[config.mk]
export PLATFORM = sky130hd
export DESIGN_NAME = ooo_core
export DESIGN_NICKNAME = d
export VERILOG_FILES = /design/src/hw/ooo_pkg.sv /design/src/hw/rename_regfile.sv /design/src/hw/reorder_buffer.sv /design/src/hw/reservation_station.sv /design/src/hw/int_alu.sv /design/src/hw/ooo_core.sv
export SDC_FILE = /design/constraint.sdc
export NUM_CORES = 2
export LEC_CHECK = 0
export CORE_UTILIZATION = 40
export DETAILED_ROUTE_END_ITERATION = 8
export DONT_BUFFER_PORTS = 1
export PLACE_DENSITY_LB_ADDON = 0.08
export SLEW_MARGIN = 20
export SYNTH_ARGS = -nofsm -noshare
export SYNTH_HDL_FRONTEND = slang
export SYNTH_SLANG_ARGS = --single-unit
[constraint.sdc]
create_clock -name clk -period 19.1 [get_ports clk]
set_input_delay 3.82 -clock clk [delete_from_list [all_inputs] [get_ports clk]]
set_output_delay 3.82 -clock clk [all_outputs]
set_load 0.1 [all_outputs]
[src/hw/ooo_pkg.sv]
`default_nettype none

package ooo_pkg;

    // core dimensions
    localparam int XLEN      = 32;
    localparam int NUM_REGS  = 32;
    localparam int ROB_DEPTH = 8;
    localparam int RS_DEPTH  = 4;

    typedef logic [XLEN-1:0] word_t;
    typedef logic [4:0]      reg_idx_t;

    // tag 0 means the value sits in the register file
    typedef logic [3:0]      rob_tag_t;

    typedef logic [15:0]     imm_t;

    typedef enum logic [2:0] {
        op_add = 3'd0,
        op_sub = 3'd1,
        op_and = 3'd2,
        op_or  = 3'd3,
        op_xor = 3'd4,
        // signed compare
        op_slt = 3'd5,
        op_sll = 3'd6,
        op_srl = 3'd7
    } alu_op_t;

endpackage

`default_nettype wire

[src/hw/rename_regfile.sv]
`timescale 1ns/1ps
`default_nettype none

module rename_regfile import ooo_pkg::*; (
    input  logic     clk,
    input  logic     rst,
    input  reg_idx_t rs_idx,
    input  reg_idx_t rt_idx,
    input  logic     rename_en,
    input  reg_idx_t rename_rd,
    input  rob_tag_t rename_tag,
    input  logic     commit_en,
    input  reg_idx_t commit_rd,
    input  rob_tag_t commit_tag,
    input  word_t    commit_data,
    output word_t    rs_val,
    output word_t    rt_val,
    output rob_tag_t rs_tag,
    output rob_tag_t rt_tag
);

    word_t    regs [NUM_REGS];
    rob_tag_t tags [NUM_REGS];

    // r0 is hardwired to zero and never renamed
    assign rs_val = (rs_idx == '0) ? '0 : regs[rs_idx];
    assign rt_val = (rt_idx == '0) ? '0 : regs[rt_idx];
    assign rs_tag = (rs_idx == '0) ? '0 : tags[rs_idx];
    assign rt_tag = (rt_idx == '0) ? '0 : tags[rt_idx];

    always_ff @(posedge clk) begin
        if (rst) begin
            for (int i = 0; i < NUM_REGS; i++) begin
                regs[i] <= '0;
                tags[i] <= '0;
            end
        end else begin
            if (commit_en && commit_rd != '0) begin
                regs[commit_rd] <= commit_data;
                // only the latest producer may release the register
                if (tags[commit_rd] == commit_tag &&
                    !(rename_en && rename_rd == commit_rd)) begin
                    tags[commit_rd] <= '0;
                end
            end
            if (rename_en && rename_rd != '0) begin
                tags[rename_rd] <= rename_tag;
            end
        end
    end

endmodule

`default_nettype wire

[src/hw/reorder_buffer.sv]
`timescale 1ns/1ps
`default_nettype none

module reorder_buffer import ooo_pkg::*; (
    input  logic     clk,
    input  logic     rst,
    input  logic     alloc_en,
    input  reg_idx_t alloc_rd,
    input  logic     cdb_valid,
    input  rob_tag_t cdb_tag,
    input  word_t    cdb_data,
    input  rob_tag_t rd_tag_a,
    input  rob_tag_t rd_tag_b,
    output rob_tag_t alloc_tag,
    output logic     rob_full,
    output word_t    rd_val_a,
    output word_t    rd_val_b,
    output logic     rd_ready_a,
    output logic     rd_ready_b,
    output logic     commit_valid,
    output reg_idx_t commit_rd,
    output rob_tag_t commit_tag,
    output word_t    commit_data
);

    typedef logic [$clog2(ROB_DEPTH)-1:0] rob_ptr_t;

    rob_ptr_t                         head;
    rob_ptr_t                         tail;
    logic [$clog2(ROB_DEPTH+1)-1:0]   count;

    reg_idx_t             ent_rd   [ROB_DEPTH];
    word_t                ent_data [ROB_DEPTH];
    logic [ROB_DEPTH-1:0] ent_ready;

    rob_ptr_t a_ptr;
    rob_ptr_t b_ptr;

    // entry n carries tag n+1
    function automatic rob_ptr_t tag_to_ptr(input rob_tag_t tag);
        rob_tag_t slot;
        slot = tag - rob_tag_t'(1);
        return slot[$bits(rob_ptr_t)-1:0];
    endfunction

    function automatic rob_tag_t ptr_to_tag(input rob_ptr_t ptr);
        return rob_tag_t'(ptr) + rob_tag_t'(1);
    endfunction

    assign alloc_tag = ptr_to_tag(tail);
    assign rob_full  = (count == ROB_DEPTH);

    // dispatch lookups of finished but uncommitted results
    assign a_ptr      = tag_to_ptr(rd_tag_a);
    assign b_ptr      = tag_to_ptr(rd_tag_b);
    assign rd_val_a   = ent_data[a_ptr];
    assign rd_val_b   = ent_data[b_ptr];
    assign rd_ready_a = ent_ready[a_ptr];
    assign rd_ready_b = ent_ready[b_ptr];

    // head retires as soon as its result is in
    assign commit_valid = (count != '0) && ent_ready[head];
    assign commit_rd    = ent_rd[head];
    assign commit_tag   = ptr_to_tag(head);
    assign commit_data  = ent_data[head];

    always_ff @(posedge clk) begin
        if (rst) begin
            head      <= '0;
            tail      <= '0;
            count     <= '0;
            ent_ready <= '0;
        end else begin
            if (alloc_en) begin
                ent_rd[tail]    <= alloc_rd;
                ent_ready[tail] <= 1'b0;
                tail            <= tail + 1'b1;
            end
            if (cdb_valid) begin
                ent_data[tag_to_ptr(cdb_tag)]  <= cdb_data;
                ent_ready[tag_to_ptr(cdb_tag)] <= 1'b1;
            end
            if (commit_valid) begin
                head <= head + 1'b1;
            end
            if (alloc_en && !commit_valid) begin
                count <= count + 1'b1;
            end else if (!alloc_en && commit_valid) begin
                count <= count - 1'b1;
            end
        end
    end

endmodule

`default_nettype wire

[src/hw/reservation_station.sv]
`timescale 1ns/1ps
`default_nettype none

module reservation_station import ooo_pkg::*; (
    input  logic     clk,
    input  logic     rst,
    input  logic     disp_en,
    input  alu_op_t  disp_op,
    input  rob_tag_t disp_tag,
    input  rob_tag_t disp_a_tag,
    input  word_t    disp_a_val,
    input  rob_tag_t disp_b_tag,
    input  word_t    disp_b_val,
    input  logic     cdb_valid,
    input  rob_tag_t cdb_tag,
    input  word_t    cdb_data,
    output logic     rs_full,
    output logic     exec_valid,
    output alu_op_t  exec_op,
    output rob_tag_t exec_tag,
    output word_t    exec_a,
    output word_t    exec_b
);

    typedef logic [$clog2(RS_DEPTH)-1:0] slot_idx_t;

    logic [RS_DEPTH-1:0] slot_valid;
    alu_op_t             slot_op    [RS_DEPTH];
    rob_tag_t            slot_tag   [RS_DEPTH];
    rob_tag_t            slot_a_tag [RS_DEPTH];
    rob_tag_t            slot_b_tag [RS_DEPTH];
    word_t               slot_a_val [RS_DEPTH];
    word_t               slot_b_val [RS_DEPTH];
    // ahead[i] marks the slots dispatched before slot i
    logic [RS_DEPTH-1:0] ahead      [RS_DEPTH];

    logic [RS_DEPTH-1:0] slot_ready;
    slot_idx_t           free_idx;
    slot_idx_t           issue_idx;

    function automatic logic bus_hit(input rob_tag_t tag);
        return cdb_valid && tag != '0 && tag == cdb_tag;
    endfunction

    assign rs_full = &slot_valid;

    // lowest free slot takes the next dispatch
    always_comb begin
        free_idx = '0;
        for (int i = RS_DEPTH - 1; i >= 0; i--) begin
            if (!slot_valid[i]) free_idx = slot_idx_t'(i);
        end
    end

    // oldest slot with both operands in hand
    always_comb begin
        exec_valid = 1'b0;
        issue_idx  = '0;
        for (int i = 0; i < RS_DEPTH; i++) begin
            slot_ready[i] = slot_valid[i] && slot_a_tag[i] == '0 && slot_b_tag[i] == '0;
        end
        for (int i = 0; i < RS_DEPTH; i++) begin
            if (slot_ready[i] && !(|(slot_ready & ahead[i]))) begin
                exec_valid = 1'b1;
                issue_idx  = slot_idx_t'(i);
            end
        end
    end

    assign exec_op  = slot_op[issue_idx];
    assign exec_tag = slot_tag[issue_idx];
    assign exec_a   = slot_a_val[issue_idx];
    assign exec_b   = slot_b_val[issue_idx];

    always_ff @(posedge clk) begin
        if (rst) begin
            slot_valid <= '0;
            for (int i = 0; i < RS_DEPTH; i++) ahead[i] <= '0;
        end else begin
            // wake waiting operands from the result bus
            for (int i = 0; i < RS_DEPTH; i++) begin
                if (slot_valid[i] && bus_hit(slot_a_tag[i])) begin
                    slot_a_tag[i] <= '0;
                    slot_a_val[i] <= cdb_data;
                end
                if (slot_valid[i] && bus_hit(slot_b_tag[i])) begin
                    slot_b_tag[i] <= '0;
                    slot_b_val[i] <= cdb_data;
                end
            end
            if (exec_valid) slot_valid[issue_idx] <= 1'b0;
            if (disp_en) begin
                slot_valid[free_idx] <= 1'b1;
                slot_op[free_idx]    <= disp_op;
                slot_tag[free_idx]   <= disp_tag;
                // a result on the bus right now is caught at dispatch
                slot_a_tag[free_idx] <= bus_hit(disp_a_tag) ? '0 : disp_a_tag;
                slot_a_val[free_idx] <= bus_hit(disp_a_tag) ? cdb_data : disp_a_val;
                slot_b_tag[free_idx] <= bus_hit(disp_b_tag) ? '0 : disp_b_tag;
                slot_b_val[free_idx] <= bus_hit(disp_b_tag) ? cdb_data : disp_b_val;
                for (int i = 0; i < RS_DEPTH; i++) ahead[i][free_idx] <= 1'b0;
                ahead[free_idx] <= slot_valid;
            end
        end
    end

endmodule

`default_nettype wire

[src/hw/int_alu.sv]
`timescale 1ns/1ps
`default_nettype none

module int_alu import ooo_pkg::*; (
    input  logic     clk,
    input  logic     rst,
    input  logic     exec_valid,
    input  alu_op_t  exec_op,
    input  rob_tag_t exec_tag,
    input  word_t    exec_a,
    input  word_t    exec_b,
    output logic     cdb_valid,
    output rob_tag_t cdb_tag,
    output word_t    cdb_data
);

    word_t result;

    always_comb begin
        case (exec_op)
            op_add:  result = exec_a + exec_b;
            op_sub:  result = exec_a - exec_b;
            op_and:  result = exec_a & exec_b;
            op_or:   result = exec_a | exec_b;
            op_xor:  result = exec_a ^ exec_b;
            op_slt:  result = {{(XLEN-1){1'b0}}, $signed(exec_a) < $signed(exec_b)};
            // shift amount from the low five bits
            op_sll:  result = exec_a << exec_b[4:0];
            op_srl:  result = exec_a >> exec_b[4:0];
            default: result = '0;
        endcase
    end

    always_ff @(posedge clk) begin
        if (rst) begin
            cdb_valid <= 1'b0;
            cdb_tag   <= '0;
        end else begin
            cdb_valid <= exec_valid;
            cdb_tag   <= exec_tag;
            cdb_data  <= result;
        end
    end

endmodule

`default_nettype wire

[src/hw/ooo_core.sv]
`timescale 1ns/1ps
`default_nettype none

module ooo_core import ooo_pkg::*; (
    input  logic     clk,
    input  logic     rst,
    input  logic     issue_valid,
    input  alu_op_t  issue_op,
    input  reg_idx_t issue_rd,
    input  reg_idx_t issue_rs,
    input  reg_idx_t issue_rt,
    input  logic     issue_use_imm,
    input  imm_t     issue_imm,
    output logic     full,
    output logic     commit_valid,
    output reg_idx_t commit_rd,
    output word_t    commit_data,
    output word_t    cycles_consumed
);

    word_t    rs_val, rt_val, rob_val_a, rob_val_b, imm_ext;
    rob_tag_t rs_tag, rt_tag, alloc_tag, commit_tag;
    logic     rob_full, station_full, rob_ready_a, rob_ready_b, disp;
    rob_tag_t op_a_tag, op_b_tag;
    word_t    op_a_val, op_b_val;
    // result bus, single producer
    logic     cdb_valid;
    rob_tag_t cdb_tag;
    word_t    cdb_data;
    logic     exec_valid;
    alu_op_t  exec_op;
    rob_tag_t exec_tag;
    word_t    exec_a, exec_b;

    assign full    = rob_full | station_full;
    assign disp    = issue_valid & ~full;
    assign imm_ext = {{(XLEN - $bits(imm_t)){issue_imm[$bits(imm_t)-1]}}, issue_imm};

    // value from regfile, else a finished ROB entry, else wait on the tag
    assign op_a_tag = (rs_tag == '0 || rob_ready_a) ? '0 : rs_tag;
    assign op_a_val = (rs_tag == '0) ? rs_val : rob_val_a;
    assign op_b_tag = (issue_use_imm || rt_tag == '0 || rob_ready_b) ? '0 : rt_tag;
    assign op_b_val = issue_use_imm ? imm_ext : ((rt_tag == '0) ? rt_val : rob_val_b);

    always_ff @(posedge clk) begin
        if (rst) cycles_consumed <= '0;
        else cycles_consumed <= cycles_consumed + 1'b1;
    end

    rename_regfile u_regfile (
        .clk(clk), .rst(rst), .rs_idx(issue_rs), .rt_idx(issue_rt),
        .rename_en(disp), .rename_rd(issue_rd), .rename_tag(alloc_tag),
        .commit_en(commit_valid), .commit_rd(commit_rd), .commit_tag(commit_tag),
        .commit_data(commit_data), .rs_val(rs_val), .rt_val(rt_val),
        .rs_tag(rs_tag), .rt_tag(rt_tag)
    );

    reorder_buffer u_rob (
        .clk(clk), .rst(rst), .alloc_en(disp), .alloc_rd(issue_rd),
        .cdb_valid(cdb_valid), .cdb_tag(cdb_tag), .cdb_data(cdb_data),
        .rd_tag_a(rs_tag), .rd_tag_b(rt_tag), .alloc_tag(alloc_tag), .rob_full(rob_full),
        .rd_val_a(rob_val_a), .rd_val_b(rob_val_b),
        .rd_ready_a(rob_ready_a), .rd_ready_b(rob_ready_b),
        .commit_valid(commit_valid), .commit_rd(commit_rd),
        .commit_tag(commit_tag), .commit_data(commit_data)
    );

    reservation_station u_rs (
        .clk(clk), .rst(rst), .disp_en(disp), .disp_op(issue_op), .disp_tag(alloc_tag),
        .disp_a_tag(op_a_tag), .disp_a_val(op_a_val),
        .disp_b_tag(op_b_tag), .disp_b_val(op_b_val),
        .cdb_valid(cdb_valid), .cdb_tag(cdb_tag), .cdb_data(cdb_data),
        .rs_full(station_full), .exec_valid(exec_valid), .exec_op(exec_op),
        .exec_tag(exec_tag), .exec_a(exec_a), .exec_b(exec_b)
    );

    int_alu u_alu (
        .clk(clk), .rst(rst), .exec_valid(exec_valid), .exec_op(exec_op),
        .exec_tag(exec_tag), .exec_a(exec_a), .exec_b(exec_b),
        .cdb_valid(cdb_valid), .cdb_tag(cdb_tag), .cdb_data(cdb_data)
    );

endmodule

`default_nettype wire

* Word-level counts from Yosys, hierarchy flattened
Memory sizes are Yosys's and may differ from the RTL's. A register that Yosys moved wholly into a read port is not among the register bits.
Cells that the tools add are included.
** Storage, ports and cells
- ROM bits :: 0
- Output and inout bits :: 71
- Memory bits (writable) :: 1780
- Register bits :: 87
- Latch bits :: 0
- Word-level logic and storage cells :: 312
- Memories kept :: 11
** Operators by class
- Divide/modulo/power cells :: 0
- $mul :: 0
- Equality and inequality tests :: 20
- Bitwise logic cells :: 32
- Reductions and logical operators :: 96
- $add $sub $neg :: 12
- Shifts and indexed selects :: 2
- Order comparisons :: 12
- Muxes and demuxes :: 119
** Memory list
- u_regfile.regs :: depth 32, width 32, rd ports 2, clocked after Yosys merged registers in 0, wr ports 32, line rename_regfile.sv:22 : word_t regs [NUM_REGS];
- u_rob.ent_data :: depth 8, width 32, rd ports 3, clocked after Yosys merged registers in 1, wr ports 1, line reorder_buffer.sv:33 : word_t ent_data [ROB_DEPTH];
- u_regfile.tags :: depth 32, width 4, rd ports 3, clocked after Yosys merged registers in 0, wr ports 32, line rename_regfile.sv:23 : rob_tag_t tags [NUM_REGS];
- u_rs.slot_a_val :: depth 4, width 32, rd ports 1, clocked after Yosys merged registers in 0, wr ports 5, line reservation_station.sv:32 : word_t slot_a_val [RS_DEPTH];
- u_rs.slot_b_val :: depth 4, width 32, rd ports 1, clocked after Yosys merged registers in 0, wr ports 5, line reservation_station.sv:33 : word_t slot_b_val [RS_DEPTH];
- u_rob.ent_rd :: depth 8, width 5, rd ports 1, clocked after Yosys merged registers in 1, wr ports 1, line reorder_buffer.sv:32 : reg_idx_t ent_rd [ROB_DEPTH];
- +5 memories
** Operator list (count)
- 32-bit two-way mux :: 8
- 32-bit case mux with 8 select lines :: 1
- 1-bit two-way mux :: 73
- 4-bit two-way mux :: 14
- 1-bit logical AND :: 51
- 4-bit == test :: 11
- 4-bit nonzero test :: 11
- 4-bit logical NOT :: 10
- 32-bit by 1-bit adder with 32-bit output, second input constant :: 1
- 32-bit adder :: 1
- 32-bit AND :: 1
- 32-bit less-than comparator :: 1
- 32-bit OR :: 1
- 32-bit OR reduction :: 1
- 32-bit by 5-bit << shifter with 32-bit output :: 1
- 32-bit by 5-bit right shift with 32-bit output :: 1
- 32-bit subtractor :: 1
- 32-bit bitwise XOR :: 1
- 8-bit two-way mux :: 3
- 4-bit OR reduction :: 6
- 4-bit AND :: 5
- 3-bit by 4-bit less-than comparator with 1-bit output, second input constant :: 5
- 1-bit OR :: 17
- 5-bit two-way mux :: 3
- 32 further kinds :: 65

* Depth between registers and ports, before layout
An unclocked memory read counts as a cell.
- Word-level depth :: 21
- Mapped depth :: 27
- Mapped depth without buffers :: 20

* By module
A second synthesis with hierarchy kept.
** Unflattened totals
- Cell total of the unflattened synthesis :: 7373
- Area, all modules :: 107511.9 µm²
** By module, submodules not included
- rename_regfile :: cells each 3886, instances 1, sequential area each 34593.2 µm², area each 62824.0 µm²
- reorder_buffer :: cells each 801, instances 1, sequential area each 9308.9 µm², area each 16608.4 µm²
- reservation_station :: cells each 1113, instances 1, sequential area each 10049.6 µm², area each 16316.9 µm²
- int_alu :: cells each 1249, instances 1, sequential area each 1061.0 µm², area each 9222.6 µm²
- ooo_core :: cells each 324, instances 1, sequential area each 640.6 µm², area each 2539.9 µm²

* Least setup slack after synthesis
Ideal clock, no wire load.
- Path kind :: input port to flip-flop
- Start point :: input issue_rs[0]
- End point :: memory u_rs.slot_a_val[3][11] (netlist bit) (data pin)
- Data required time :: 18.833 ns
- Setup slack :: 10.077 ns
- Buffers on the path :: 7
- Arrival :: 8.756 ns
- Stages on the path :: 22
- Library setup time :: 0.267 ns
- Cells stage by stage :: buf_2 buf_2 clkbuf_1 mux4_2 mux4_2 nand2_1 a21o_1 ha_1 inv_1 or3_1 o2111ai_1 buf_2 mux2i_1 mux2i_1 o22a_1 a22oi_1 o211a_1 and3b_1 clkbuf_1 buf_2 buf_2 o22ai_1
** RTL lines
- start: declaration :: line ooo_core.sv:10 : input reg_idx_t issue_rs,
- end: declaration :: line reservation_station.sv:32

==> flow_summary_export.csv <==
group,metric,value,unit
cts,clk_pin_slew_worst_paths,0.06,ns
detailed_routing,vias_per_cell,6.38,
cts,cts_resized,0,
global_route,met2_usage,47.6,%
power,seqPwrFrac,44.5,%
timing,relSlewSlack,14.8,%
floorplan,num_io_pins,109,
timing,rsz0062_at_grt,"no",
power,leakage,40.3,nW
cells_and_area,drive_gt1_share,21.3,%
timing,period_minus_slack,10.26,ns
cts,cts_buffers,215,
power,ir_worst_vdd,0.0974,mV
power,p_sw_share,29.5,%
timing,tightest_slew,1.26,ns
run,drv_cap,0,
worst_setup_path,cp_data_arrival_time,10.79,ns
logic_synthesis,synth_most_common_cell,"edfxtp_1",
detailed_routing,post-route-drc-count,0,
global_route,gr-usage-all-layers,29.3,%
logic_synthesis,synth.area.top_cells,"edfxtp_1 52%, mux4_2 20%, nor2_1 5.0%",
floorplan,fp.dieH,513,µm
timing,final.period_utilization,53.7,%
cts,cts_setup_buffers,0,
logic_synthesis,synth.yosys.warnings,0,
global_route,met3_usage,4.39,%
detailed_routing,totalWireLength,390000,µm
logic_synthesis,yosysTopAreaCellShare,52.1,%
timing,fin_worst_hold_slack,0.470,ns
power,p_int,7.66,mW
worst_setup_path,path_class,"in -> reg",
timing,max_freq,0.0974,GHz
power,pwr-share-clk,37.1,%
worst_setup_path,crit_path_end_kind,"register",
logic_synthesis,async_flop_share,0,%
global_route,grt-busiest-layer,"met2",
logic_synthesis,yosysSeqAreaShare,53.3,%
cts,clk_latency,0.89,ns
timing,fin_skew,0.0636,ns
logic_synthesis,syn_avg_cell_area,13.1,µm²
cells_and_area,area_delta_synth_final,10.9,%
placement,io_buffers,0,
timing,final-setup-viol-count,0,
floorplan,start_util,40.2,%
global_route,grt_antenna_before_repair,22,
detailed_routing,ant_nets,0,
cts,tritoncts,"yes",
detailed_routing,drt_iter0_drc,8538,
logic_synthesis,synth_ff_type,"edfxtp_1",
power,p_per_area,93.8,mW/mm²
logic_synthesis,ys_ff_latch,1874,
hold_path,hold_path_class,"reg -> reg",
detailed_routing,vias,72500,
logic_synthesis,synthCells,7977,
power,pwr-share-comb,18.4,%
cts,holdBufCountCts,0,
logic_synthesis,synth_commonest_cells,"1,812 x edfxtp_1, 1,392 x nor2_1, 929 x mux4_2",
global_route,use_met1,40.1,%
global_route,overflow,0,
global_route,grt_first_pass_wirelength,546000,µm
logic_synthesis,ys_types,90,
placement,gp_congestion,0.954,
power,p_sw,3.20,mW
worst_setup_path,worst-endpoint-required,19.62,ns
floorplan,dieWidth,513,µm
worst_setup_path,critPathMaxFanout,100,
placement,dp_hpwl,242000,µm
cells_and_area,finalNetCount,7916,
detailed_routing,dr.pass1.iters,8,
cts,htree_levels,4,
worst_setup_path,crit_path_start_kind,"primary input",
global_route,grt_max_degree,293,
logic_synthesis,synth_edf_count,1812,
detailed_routing,post_drt_wl_per_cell,34.4,µm
floorplan,rows,187,
timing,drv_slew,0,
logic_synthesis,synth_top_cell_by_area,"edfxtp_1",
cts,clock_tree.buffer_depth,3,
logic_synthesis,netlist_area,0.104,mm²
cts,cts_sinks,1874,
timing,setup-tns-final,0,ns
floorplan,die_area,0.263,mm²
global_route,grt_pass1_vias,70400,
floorplan,core,0.259,mm²
outcome,status,"complete, no violations",
cts,root_buffer,"clkbuf_16",
timing,hold_violations,0,
placed cells by master (no fill, tap or decap), types with 105 or more instances in the layout:
| master | n |
|---|---|
| a21oi_1 | 190 |
| buf_4 | 246 |
| clkbuf_16 | 215 |
| edfxtp_1 | 1812 |
| ha_1 | 105 |
| inv_1 | 215 |
| mux2i_1 | 403 |
| mux4_2 | 929 |
| nand2_1 | 708 |
| nand3_1 | 111 |
| nor2_1 | 1381 |
| o21ai_0 | 182 |
| o22ai_1 | 153 |
path summary, 6_finish.rpt:
kind / startpoint / endpoint / slack, ns / depth (start not counted)
setup / recovery: issue_rs[3] / u_rs.slot_a_val[0][15] / 8.84 / 19
hold reg to reg: cycles_consumed[0] / cycles_consumed[0] / 0.47 / 1
hold / removal: cycles_consumed[0] / cycles_consumed[0] / 0.47 / 1
setup reg to reg: u_rs.slot_a_tag[0][0] / u_alu.cdb_data[28] / 10.15 / 24
kinds of logic (layout without fill, tap and decap cells):
family | after synthesis | in the layout | share of synthesized area, %
other | 1 | 48 | 0.00359
flip-flops | 1874 | 1874 | 53.3
AO/OA/AOI/OAI | 947 | 947 | 6.05
multiplexers | 1390 | 1390 | 24.5
XOR/XNOR | 100 | 100 | 0.839
adder cells (fa/ha/maj) | 109 | 109 | 1.33
AND/OR/NAND/NOR | 2602 | 2602 | 10.3
buffers and inverters | 954 | 886 | 3.64
power groups by stage:
| stage | logic (mW) | registers (mW) | clock network [mW] |
|---|---|---|---|
| 6_report | 2.00 | 4.83 | 4.03 |
| 5_1_grt | 2.10 | 4.84 | 4.23 |
| 4_1_cts | 1.91 | 4.83 | 4.09 |
| 3_5_place_dp | 1.90 | 4.91 | 0 |
| 3_3_place_gp | 1.89 | 4.90 | 0 |
| 2_1_floorplan | 1.28 | 4.85 | 0 |
worst max-delay path, cell delays in order:
cell and delay, ns:
inv_6 0.63, mux4_2 0.66, nor2_1 0.29, nor2_4 0.06, buf_4 0.33, inv_1 0.33, ha_4 0.21, inv_1 0.10
or3_1 0.41, o2111ai_4 0.11, buf_4 0.68, mux2i_1 0.17, mux2i_1 0.33, nor4_1 0.09, a2111oi_0 0.45, o211a_1 0.29
and3b_4 0.54, buf_4 0.91, o22ai_1 0.18
metrics by stage:
step	setup WS (ns)	total power [mW]	instance area, µm²	utilization (%)	std cells
final	8.84	10.9	116000	44.6	11400
after global placement	8.28	6.79	109000	41.9	10900
after CTS	9.03	10.8	115000	44.5	11300
after floorplan	10.08	6.13	104000	-	8016
after global routing	8.49	11.2	116000	44.6	11400
after detailed placement	8.14	6.81	109000	41.9	10900
per-layer routing:
| metal | wire length (µm) | part of all wire (%) |
|---|---|---|
| met5 | 49 | 0.013 |
| met4 | 14200 | 3.6 |
| met3 | 29800 | 7.6 |
| met2 | 187000 | 48 |
| met1 | 160000 | 41 |
sequential cells by signal, summed over array words and instances, names as in the netlist, 32 cells and up, named ones only:
register,flops
u_regfile.regs,1024
u_alu.cdb_data,32
u_regfile.tags,128
u_rs.slot_a_val,128
cycles_consumed,32
u_rob.ent_data,256
u_rs.slot_b_val,128
u_rob.ent_rd,40
layout make-up:
cell class,count,area (µm²)
clock inverters,120,1100
clock buffers,276,5670
inverters,233,888
fillers,23300,144000
well taps,3402,4260
diodes,8,20.0
multi-input cells,5188,46000
flip-flops and latches,1874,55700
repair buffers,257,2150
Note: power is estimated with default switching activity, not from simulation.
